**config.mk**
```make
export PLATFORM = sky130hd
export DESIGN_NAME = mmio_memory
export DESIGN_NICKNAME = d
export VERILOG_FILES = /design/src/design/mmio_memory_pkg.sv /design/src/design/mem_write_decode.sv /design/src/design/mem_ram.sv /design/src/design/mem_read_result.sv /design/src/design/mmio_memory.sv
export SDC_FILE = /design/constraint.sdc
export NUM_CORES = 2
export LEC_CHECK = 0
export ABC_AREA = 1
export BUFFER_PORTS_ARGS = -buffer_cell sky130_fd_sc_hd__buf_2
export CAP_MARGIN = 20
export CORE_MARGIN = 10
export CORE_UTILIZATION = 41
export DETAILED_ROUTE_END_ITERATION = 10
export GPL_ROUTABILITY_DRIVEN = 0
export SLEW_MARGIN = 25
export SYNTH_ARGS = -nofsm -noshare
export SYNTH_HDL_FRONTEND = slang
export SYNTH_SLANG_ARGS = --single-unit
```
**constraint.sdc**
```tcl
create_clock -name clock -period 6.9 [get_ports clock]
set_input_delay 0.345 -clock clock [delete_from_list [all_inputs] [get_ports clock]]
set_output_delay 0.345 -clock clock [all_outputs]
set_load 0.005 [all_outputs]
```
**src/design/mmio_memory_pkg.sv**
```systemverilog
package mmio_memory_pkg;

    // Default geometry of the data memory
    localparam int unsigned word_width_default = 16;
    localparam int unsigned addr_width_default = 8;

    // Input ports sit at F9..FB, away from any power-of-two boundary
    localparam int unsigned io_read_count_default = 3;
    localparam logic [addr_width_default-1:0] io_read_base_default = 8'hF9;

    // Output ports sit at FD..FF
    localparam int unsigned io_write_count_default = 3;
    localparam logic [addr_width_default-1:0] io_write_base_default = 8'hFD;

    // True when addr lies in [base, base + count)
    function automatic logic in_window(
        input int unsigned addr,
        input int unsigned base,
        input int unsigned count
    );
        logic hit;
        hit = 1'b0;
        if (addr >= base) begin
            hit = ((addr - base) < count);
        end
        return hit;
    endfunction

    // Port number of an address inside its window
    // Outside the window the result is meaningless and never matches a real port
    // when the address is below the base, as the subtraction wraps high
    function automatic int unsigned port_index(
        input int unsigned addr,
        input int unsigned base
    );
        int unsigned index;
        index = addr - base;
        return index;
    endfunction

endpackage

```
**src/design/mem_write_decode.sv**
```systemverilog
`timescale 1ns/100ps

module mem_write_decode #(
    parameter int unsigned word_width     = mmio_memory_pkg::word_width_default,
    parameter int unsigned addr_width     = mmio_memory_pkg::addr_width_default,
    parameter int unsigned io_write_count = mmio_memory_pkg::io_write_count_default,
    parameter int unsigned io_write_base  = mmio_memory_pkg::io_write_base_default
) (
    input  logic                               clock,
    input  logic                               rst_n,
    input  logic                               wren,
    input  logic [addr_width-1:0]              write_addr,
    input  logic [word_width-1:0]              write_data,
    output logic                               ram_wren,
    output logic [addr_width-1:0]              ram_write_addr,
    output logic [word_width-1:0]              ram_write_data,
    output logic [io_write_count-1:0]          io_wren,
    output logic [word_width*io_write_count-1:0] io_out
);

    logic                      write_in_window;
    int unsigned               write_port;
    logic [io_write_count-1:0] wren_onehot;

    // Window decode on the raw request address
    always_comb begin
        write_in_window = mmio_memory_pkg::in_window(
            32'(write_addr),
            io_write_base,
            io_write_count
        );
        write_port = mmio_memory_pkg::port_index(32'(write_addr), io_write_base);
    end

    // One enable per output port, only the addressed one may rise
    always_comb begin
        wren_onehot = '0;
        for (int unsigned p = 0; p < io_write_count; p++) begin
            if (wren && write_in_window && (write_port == p)) begin
                wren_onehot[p] = 1'b1;
            end
        end
    end

    // RAM write pass-through, one cycle late
    always_ff @(posedge clock) begin
        if (!rst_n) begin
            ram_wren       <= 1'b0;
            ram_write_addr <= '0;
            ram_write_data <= '0;
        end else begin
            ram_wren       <= wren;
            ram_write_addr <= write_addr;
            ram_write_data <= write_data;
        end
    end

    // I/O writes also land in RAM through the path above
    always_ff @(posedge clock) begin
        if (!rst_n) begin
            io_wren <= '0;
        end else begin
            io_wren <= wren_onehot;
        end
    end

    // Same word on every output slot, the enables pick the consumer
    always_ff @(posedge clock) begin
        if (!rst_n) begin
            io_out <= '0;
        end else begin
            io_out <= {io_write_count{write_data}};
        end
    end

endmodule

```
**src/design/mem_ram.sv**
```systemverilog
`timescale 1ns/100ps

module mem_ram #(
    parameter int unsigned word_width = mmio_memory_pkg::word_width_default,
    parameter int unsigned addr_width = mmio_memory_pkg::addr_width_default
) (
    input  logic                  clock,
    input  logic                  wren,
    input  logic [addr_width-1:0] write_addr,
    input  logic [word_width-1:0] write_data,
    input  logic [addr_width-1:0] read_addr,
    output logic [word_width-1:0] read_data
);

    localparam int unsigned depth = 2 ** addr_width;

    logic [word_width-1:0] mem [depth];
    logic                  same_addr;

    assign same_addr = wren && (write_addr == read_addr);

    // Write and registered read share one block
    // A read of the address being written returns the new word
    always_ff @(posedge clock) begin
        if (wren) begin
            mem[write_addr] <= write_data;
        end
        if (same_addr) begin
            read_data <= write_data;
        end else begin
            read_data <= mem[read_addr];
        end
    end

endmodule

```
**src/design/mem_read_result.sv**
```systemverilog
`timescale 1ns/100ps

module mem_read_result #(
    parameter int unsigned word_width    = mmio_memory_pkg::word_width_default,
    parameter int unsigned addr_width    = mmio_memory_pkg::addr_width_default,
    parameter int unsigned io_read_count = mmio_memory_pkg::io_read_count_default,
    parameter int unsigned io_read_base  = mmio_memory_pkg::io_read_base_default
) (
    input  logic                                clock,
    input  logic                                rst_n,
    input  logic [addr_width-1:0]               read_addr,
    input  logic [word_width-1:0]               read_data_ram,
    input  logic [word_width*io_read_count-1:0] io_in,
    output logic [word_width-1:0]               read_data,
    output logic [io_read_count-1:0]            io_rden
);

    int unsigned               read_port;
    logic [word_width-1:0]     io_word;
    logic [word_width-1:0]     io_word_q;
    logic [addr_width-1:0]     read_addr_q;
    logic                      addr_q_in_window;
    int unsigned               read_port_q;
    logic [io_read_count-1:0]  rden_onehot;

    // Stage 1: pick the input port word by its offset from the window base
    always_comb begin
        read_port = mmio_memory_pkg::port_index(32'(read_addr), io_read_base);
        io_word   = '0;
        for (int unsigned p = 0; p < io_read_count; p++) begin
            if (read_port == p) begin
                io_word = io_in[p*word_width +: word_width];
            end
        end
    end

    // Sample the port word and the address alongside the RAM read
    always_ff @(posedge clock) begin
        if (!rst_n) begin
            io_word_q   <= '0;
            read_addr_q <= '0;
        end else begin
            io_word_q   <= io_word;
            read_addr_q <= read_addr;
        end
    end

    // Stage 2 decode on the delayed address
    always_comb begin
        addr_q_in_window = mmio_memory_pkg::in_window(
            32'(read_addr_q),
            io_read_base,
            io_read_count
        );
        read_port_q = mmio_memory_pkg::port_index(32'(read_addr_q), io_read_base);
    end

    always_comb begin
        rden_onehot = '0;
        for (int unsigned p = 0; p < io_read_count; p++) begin
            if (addr_q_in_window && (read_port_q == p)) begin
                rden_onehot[p] = 1'b1;
            end
        end
    end

    // I/O word wins over the RAM word inside the read window
    always_ff @(posedge clock) begin
        if (!rst_n) begin
            read_data <= '0;
        end else if (addr_q_in_window) begin
            read_data <= io_word_q;
        end else begin
            read_data <= read_data_ram;
        end
    end

    // Read enable pulses together with the returned word
    always_ff @(posedge clock) begin
        if (!rst_n) begin
            io_rden <= '0;
        end else begin
            io_rden <= rden_onehot;
        end
    end

endmodule

```
**src/design/mmio_memory.sv**
```systemverilog
`timescale 1ns/100ps

module mmio_memory #(
    parameter int unsigned word_width     = mmio_memory_pkg::word_width_default,
    parameter int unsigned addr_width     = mmio_memory_pkg::addr_width_default,
    parameter int unsigned io_read_count  = mmio_memory_pkg::io_read_count_default,
    parameter int unsigned io_read_base   = mmio_memory_pkg::io_read_base_default,
    parameter int unsigned io_write_count = mmio_memory_pkg::io_write_count_default,
    parameter int unsigned io_write_base  = mmio_memory_pkg::io_write_base_default
) (
    input  logic                                 clock,
    input  logic                                 rst_n,
    input  logic                                 wren,
    input  logic [addr_width-1:0]                write_addr,
    input  logic [word_width-1:0]                write_data,
    input  logic [addr_width-1:0]                read_addr,
    input  logic [word_width*io_read_count-1:0]  io_in,
    output logic [word_width-1:0]                read_data,
    output logic [io_read_count-1:0]             io_rden,
    output logic [io_write_count-1:0]            io_wren,
    output logic [word_width*io_write_count-1:0] io_out
);

    // Registered write request toward the RAM
    logic                  ram_wren;
    logic [addr_width-1:0] ram_write_addr;
    logic [word_width-1:0] ram_write_data;

    logic [word_width-1:0] read_data_ram;

    mem_write_decode #(
        .word_width     (word_width),
        .addr_width     (addr_width),
        .io_write_count (io_write_count),
        .io_write_base  (io_write_base)
    ) u_write_decode (
        .clock          (clock),
        .rst_n          (rst_n),
        .wren           (wren),
        .write_addr     (write_addr),
        .write_data     (write_data),
        .ram_wren       (ram_wren),
        .ram_write_addr (ram_write_addr),
        .ram_write_data (ram_write_data),
        .io_wren        (io_wren),
        .io_out         (io_out)
    );

    mem_ram #(
        .word_width (word_width),
        .addr_width (addr_width)
    ) u_ram (
        .clock      (clock),
        .wren       (ram_wren),
        .write_addr (ram_write_addr),
        .write_data (ram_write_data),
        .read_addr  (read_addr),
        .read_data  (read_data_ram)
    );

    mem_read_result #(
        .word_width    (word_width),
        .addr_width    (addr_width),
        .io_read_count (io_read_count),
        .io_read_base  (io_read_base)
    ) u_read_result (
        .clock         (clock),
        .rst_n         (rst_n),
        .read_addr     (read_addr),
        .read_data_ram (read_data_ram),
        .io_in         (io_in),
        .read_data     (read_data),
        .io_rden       (io_rden)
    );

endmodule

```
==> Word level (Yosys, flattened, before mapping) <==
Memory sizes are Yosys's and may differ from the RTL's. A register that Yosys moved wholly into a read port is not among the register bits.
Cells that the tools add are included.
{ "totals": {"out_inout_bits": 70, "reg_bits": 119, "ram_bits": 4096, "mem_count": 1, "word_cells": 47} }
{ "classes": {"n_reduce_logical": 10, "addsub": 3, "order_cmp": 4, "mux": 14, "n_eq_ne": 6} }
{ "mem_list": {"columns": ["name", "words", "width", "rd", "rd_ports_with_merged_regs", "write_ports", "line", "source"], "rows": [
  ["u_ram.mem", 256, 16, 1, 1, 1, "mem_ram.sv:17", "logic [word_width-1:0] mem [depth];"]
]} }
{ "op_table": {"columns": ["cell", "count"], "rows": [
  ["32-bit by 1-bit == test with 1-bit output (second input constant)", 3],
  ["32-bit by 2-bit == test with 1-bit output (second input constant)", 3],
  ["32-bit logical NOT", 3],
  ["32-bit by 2-bit < comparator with 1-bit output (second input constant)", 2],
  ["16-bit two-way mux", 4],
  ["8-bit by 8-bit subtractor with 9-bit output (second input constant)", 3],
  ["8-bit greater-or-equal comparator (second input constant)", 2],
  ["1-bit two-way mux", 10],
  ["1-bit logical AND", 7]
]} }

==> Depth between registers and ports, before layout <==
{ "logic_depth": {"ltp_word": 6, "mapped_depth": 17, "ltp_nobuf": 13} }

==> Hierarchy <==
Synthesis repeated with hierarchy kept, for this count alone.
{ "unflattened": {"hier_cells": 14033, "area_unflattened_um2": 168826.9} }
{ "by_module_without_submodules": {"columns": ["mod", "instances", "area_each_um2", "cells_per_inst", "seq_area_each_um2"], "rows": [
  ["mem_ram", 1, 165546.3, 13609, 123158.1],
  ["mem_read_result", 1, 2098.3, 281, 860.8],
  ["mem_write_decode", 1, 1182.4, 143, 560.5]
]} }

==> Least setup slack after synthesis <==
No wires, ideal clock.
{ "synth_timing": {"path_type": "register to register", "startpoint": "reg, netlist name u_write_decode.io_out[32]", "endpoint": "mem u_ram.mem[0][0] in the netlist's numbering, data pin", "path_buffers": 0, "period_less_slack_ps": 4312, "setup_time_ps": 866, "path_stages_with_launch": 1, "arrival_ps": 3446, "slack_ps": 2588, "path_cell_list": "dfxtp_1"} }
{ "synth_rtl": {"columns": ["element", "line"], "rows": [
  ["end, declared", "mem_ram.sv:17"]
]} }

==> results.json <==
{
  "wire_per_inst_um": 25.7,
  "clkTransAtPathRegs_ps": 60,
  "cts_resized": 0,
  "cp_common_cell": "nand3_1",
  "vias": 112000,
  "synth_area_leader_cell": "edfxtp_1",
  "path_cells": "buf_4 -> inv_16 -> buf_12 -> buf_4 -> nand2_1 -> nand3_1 -> nand3_1 -> nand3_1 -> nand3_1 -> nand3_1 -> nand3_1 -> nand2_1 -> nand2_1 -> nand3_1 -> nand2_1 -> inv_1",
  "synth.net_count": 14100,
  "synth_area_sq_mm": 0.168,
  "finalHoldViolCount": 0,
  "via_per_inst": 5.60,
  "grt-ovfl-total": 0,
  "p_int_uw": 41500,
  "min_path_type": "input port to flop",
  "fin_cells": 20000,
  "pwr-share-clk": 0.419,
  "place_area_sq_mm": 0.175,
  "start_kind": "flop",
  "worst-setup-path-type": "flop to flop",
  "synthCells": 14000,
  "die_width_um": 660,
  "p_comb_frac": 0.061,
  "seqPwrFrac": 0.521,
  "grt_antenna_before_repair": 17,
  "ys_seq_area_frac": 0.741,
  "synth_top_area_share": 0.732,
  "end_kind": "flop",
  "grt_max_degree": 179,
  "crit_buf_inv": 5,
  "period_needed_ps": 4430,
  "slew_headroom": 0.156,
  "numClockSinks": 4175,
  "drtIter0Drc": 14500,
  "worst_pin_slew_ps": 1270,
  "cap_violations": 0,
  "rsz0062_at_grt": "no",
  "drc_errors": 0,
  "final_area_sq_mm": 0.190,
  "finish.utilization": 0.464,
  "post_cts_buffers": 0,
  "crit_required_ps": 7810,
  "cp_data_arrival_time_ps": 5340,
  "p_sw_uw": 12400,
  "syn_avg_cell_area_sq_um": 12.0,
  "syn2layout_area_growth_pct": 12.8,
  "min_period_over_period": 0.642,
  "power_uw": 53900,
  "synth_ff_type": "edfxtp_1",
  "grtUsageTotal": 0.227,
  "ys_top_cells_by_area": "edfxtp_1 (73%), nand3_1 (12%), nand2_1 (9.5%)",
  "dr.pass1.iters": 8,
  "io_buffers": 152,
  "ir_worst_vdd_mv": 0.225,
  "p_leak_uw": 0.0649,
  "setup-tns-final_ps": 0,
  "drtAntennaViolNets": 0,
  "async_reset_ff_frac": 0,
  "drt_wl_total_um": 514000,
  "tritoncts": "done",
  "dp_hpwl_um": 280000,
  "critPathMaxStageDelay_ps": 480,
  "nets": 14200,
  "grt_pass1_vias": 104000,
  "ys_ff_latch": 4175,
  "synth_edf_count": 4096,
  "htree_levels": 5,
  "fill_cells": 36000,
  "placed_cells": 19000,
  "start_util": 0.411,
  "cts_made_buffers": 424,
  "yosys_warnings": 0,
  "layout-drive-gt1-share": 0.0864,
  "grt_pass1_wl_um": 740000,
  "insertion_delay_ps": 1010,
  "design.core.area_sq_mm": 0.409,
  "critPathMaxFanout": 156,
  "path_delay_family": "simple AND/OR/NAND/NOR gates",
  "max_freq_mhz": 226,
  "cts_max_path_buffers": 4,
  "clock-skew-final_ps": 64.6,
  "core.rowCount": 235,
  "status": "complete, no violations",
  "dieArea_sq_mm": 0.436,
  "io_pins": 153,
  "power_density_mw_per_mm2": 284,
  "swShare": 0.230,
  "finalSetupViolCount": 0,
  "die_h_um": 660,
  "slew_violations": 0,
  "yosys.cell_types.count": 24,
  "cpMaxStageDelayCell": "dfxtp_4",
  "cts_root_buf": "clkbuf_16"
}
## layout make-up
cell class | count | area (sq um) | share of cell area
antenna | 54 | 135 | 0.000713
clock inverter | 242 | 2210 | 0.0116
clock buffer | 537 | 11300 | 0.0596
timing repair buffer | 705 | 6020 | 0.0317
inverter | 112 | 473 | 0.00249
tap | 5451 | 6820 | 0.0360
multi-input combinational | 8703 | 38000 | 0.200
sequential | 4175 | 125000 | 0.658
## state kept, by name (all words and copies together) (netlist names), named ones only
register / cells
u_ram.mem: 4096
u_write_decode.ram_write_addr: 8
u_read_result.io_rden: 3
u_read_result.read_data: 16
u_read_result.io_word_q: 16
u_write_decode.ram_wren: 1
u_write_decode.io_wren: 3
u_read_result.read_addr_q: 8
u_write_decode.io_out: 16
## layout by cell type (no fill, tap or decap), drive strengths merged, types with 13 or more instances in the layout
| cell | n |
|---|---|
| clkinvlp | 13 |
| clkinv | 187 |
| nand2 | 4252 |
| nor2 | 338 |
| bufinv | 33 |
| inv | 121 |
| dlygate4sd3 | 111 |
| o21ai | 32 |
| dfxtp | 79 |
| nand3 | 4052 |
| a31oi | 16 |
| clkbuf | 537 |
| diode | 54 |
| buf | 594 |
| edfxtp | 4096 |
## logic make-up after synthesis
kind of cell | share of synthesized area
AO/OA/AOI/OAI | 0.00163
buffers and inverters | 0.0334
flip-flops | 0.741
AND/OR/NAND/NOR | 0.224
## stage by stage
step           hold slack (ps)  setup WS [ps]
2_1_floorplan              373           2590
3_3_place_gp               438           2420
3_5_place_dp               435           2490
4_1_cts                   3.07           2470
5_1_grt                   63.8           2200
6_report                  63.1           2470
## power groups by stage
stage          Combinational, uW  Sequential [uW]  Clock, uW
2_1_floorplan               1810            28700          0
3_3_place_gp                3170            28600          0
3_5_place_dp                3190            28600          0
4_1_cts                     3230            28000      22800
5_1_grt                     3510            28000      23800
6_report                    3260            28000      22600
## final timing paths
check                                                             start                               endpoint  slack (ps)  cells past startpoint
worst max-delay path                                               flop  u_read_result.read_data[9]$_SDFF_PN0_        2470                     16
worst max register to register                                     flop  u_read_result.read_data[9]$_SDFF_PN0_        2470                     16
worst min-delay path                                     write_data[10]   u_write_decode.io_out[42]$_SDFF_PN0_          60                      4
worst min register to register  u_read_result.read_addr_q[0]$_SDFF_PN0_    u_read_result.io_rden[1]$_SDFF_PN0_         470                      1
## cells in the mapped netlist (2+ instances only)
master	n
inv_4	2
o21ai_0	32
inv_2	2
nor3_1	3
nand4_1	5
clkbuf_1	160
buf_1	97
buf_2	512
inv_1	107
dfxtp_1	79
buf_4	202
nor2_1	338
nand3_1	4052
buf_6	12
edfxtp_1	4096
a31oi_1	16
nand2_1	4252
## metal layers
layer	vias to the layer above	routed length, um	global-route usage
li1	50000	-	-
met1	55500	207000	0.314
met2	5510	236000	0.352
met3	929	44200	0.0336
met4	2	27400	0.111
met5	-	13	0
## tightest hold or removal path: stages
cell and delay [ps]:
dlygate4sd3_1 520, buf_2 90, nand2_1 50, inv_1 40
## timing repair
action,in CTS,in global routing
endpoints found under the hold margin,60,0
setup endpoints to repair,0,0
hold buffers,111,0
No activity file was read; power rests on OpenSTA's default activity.
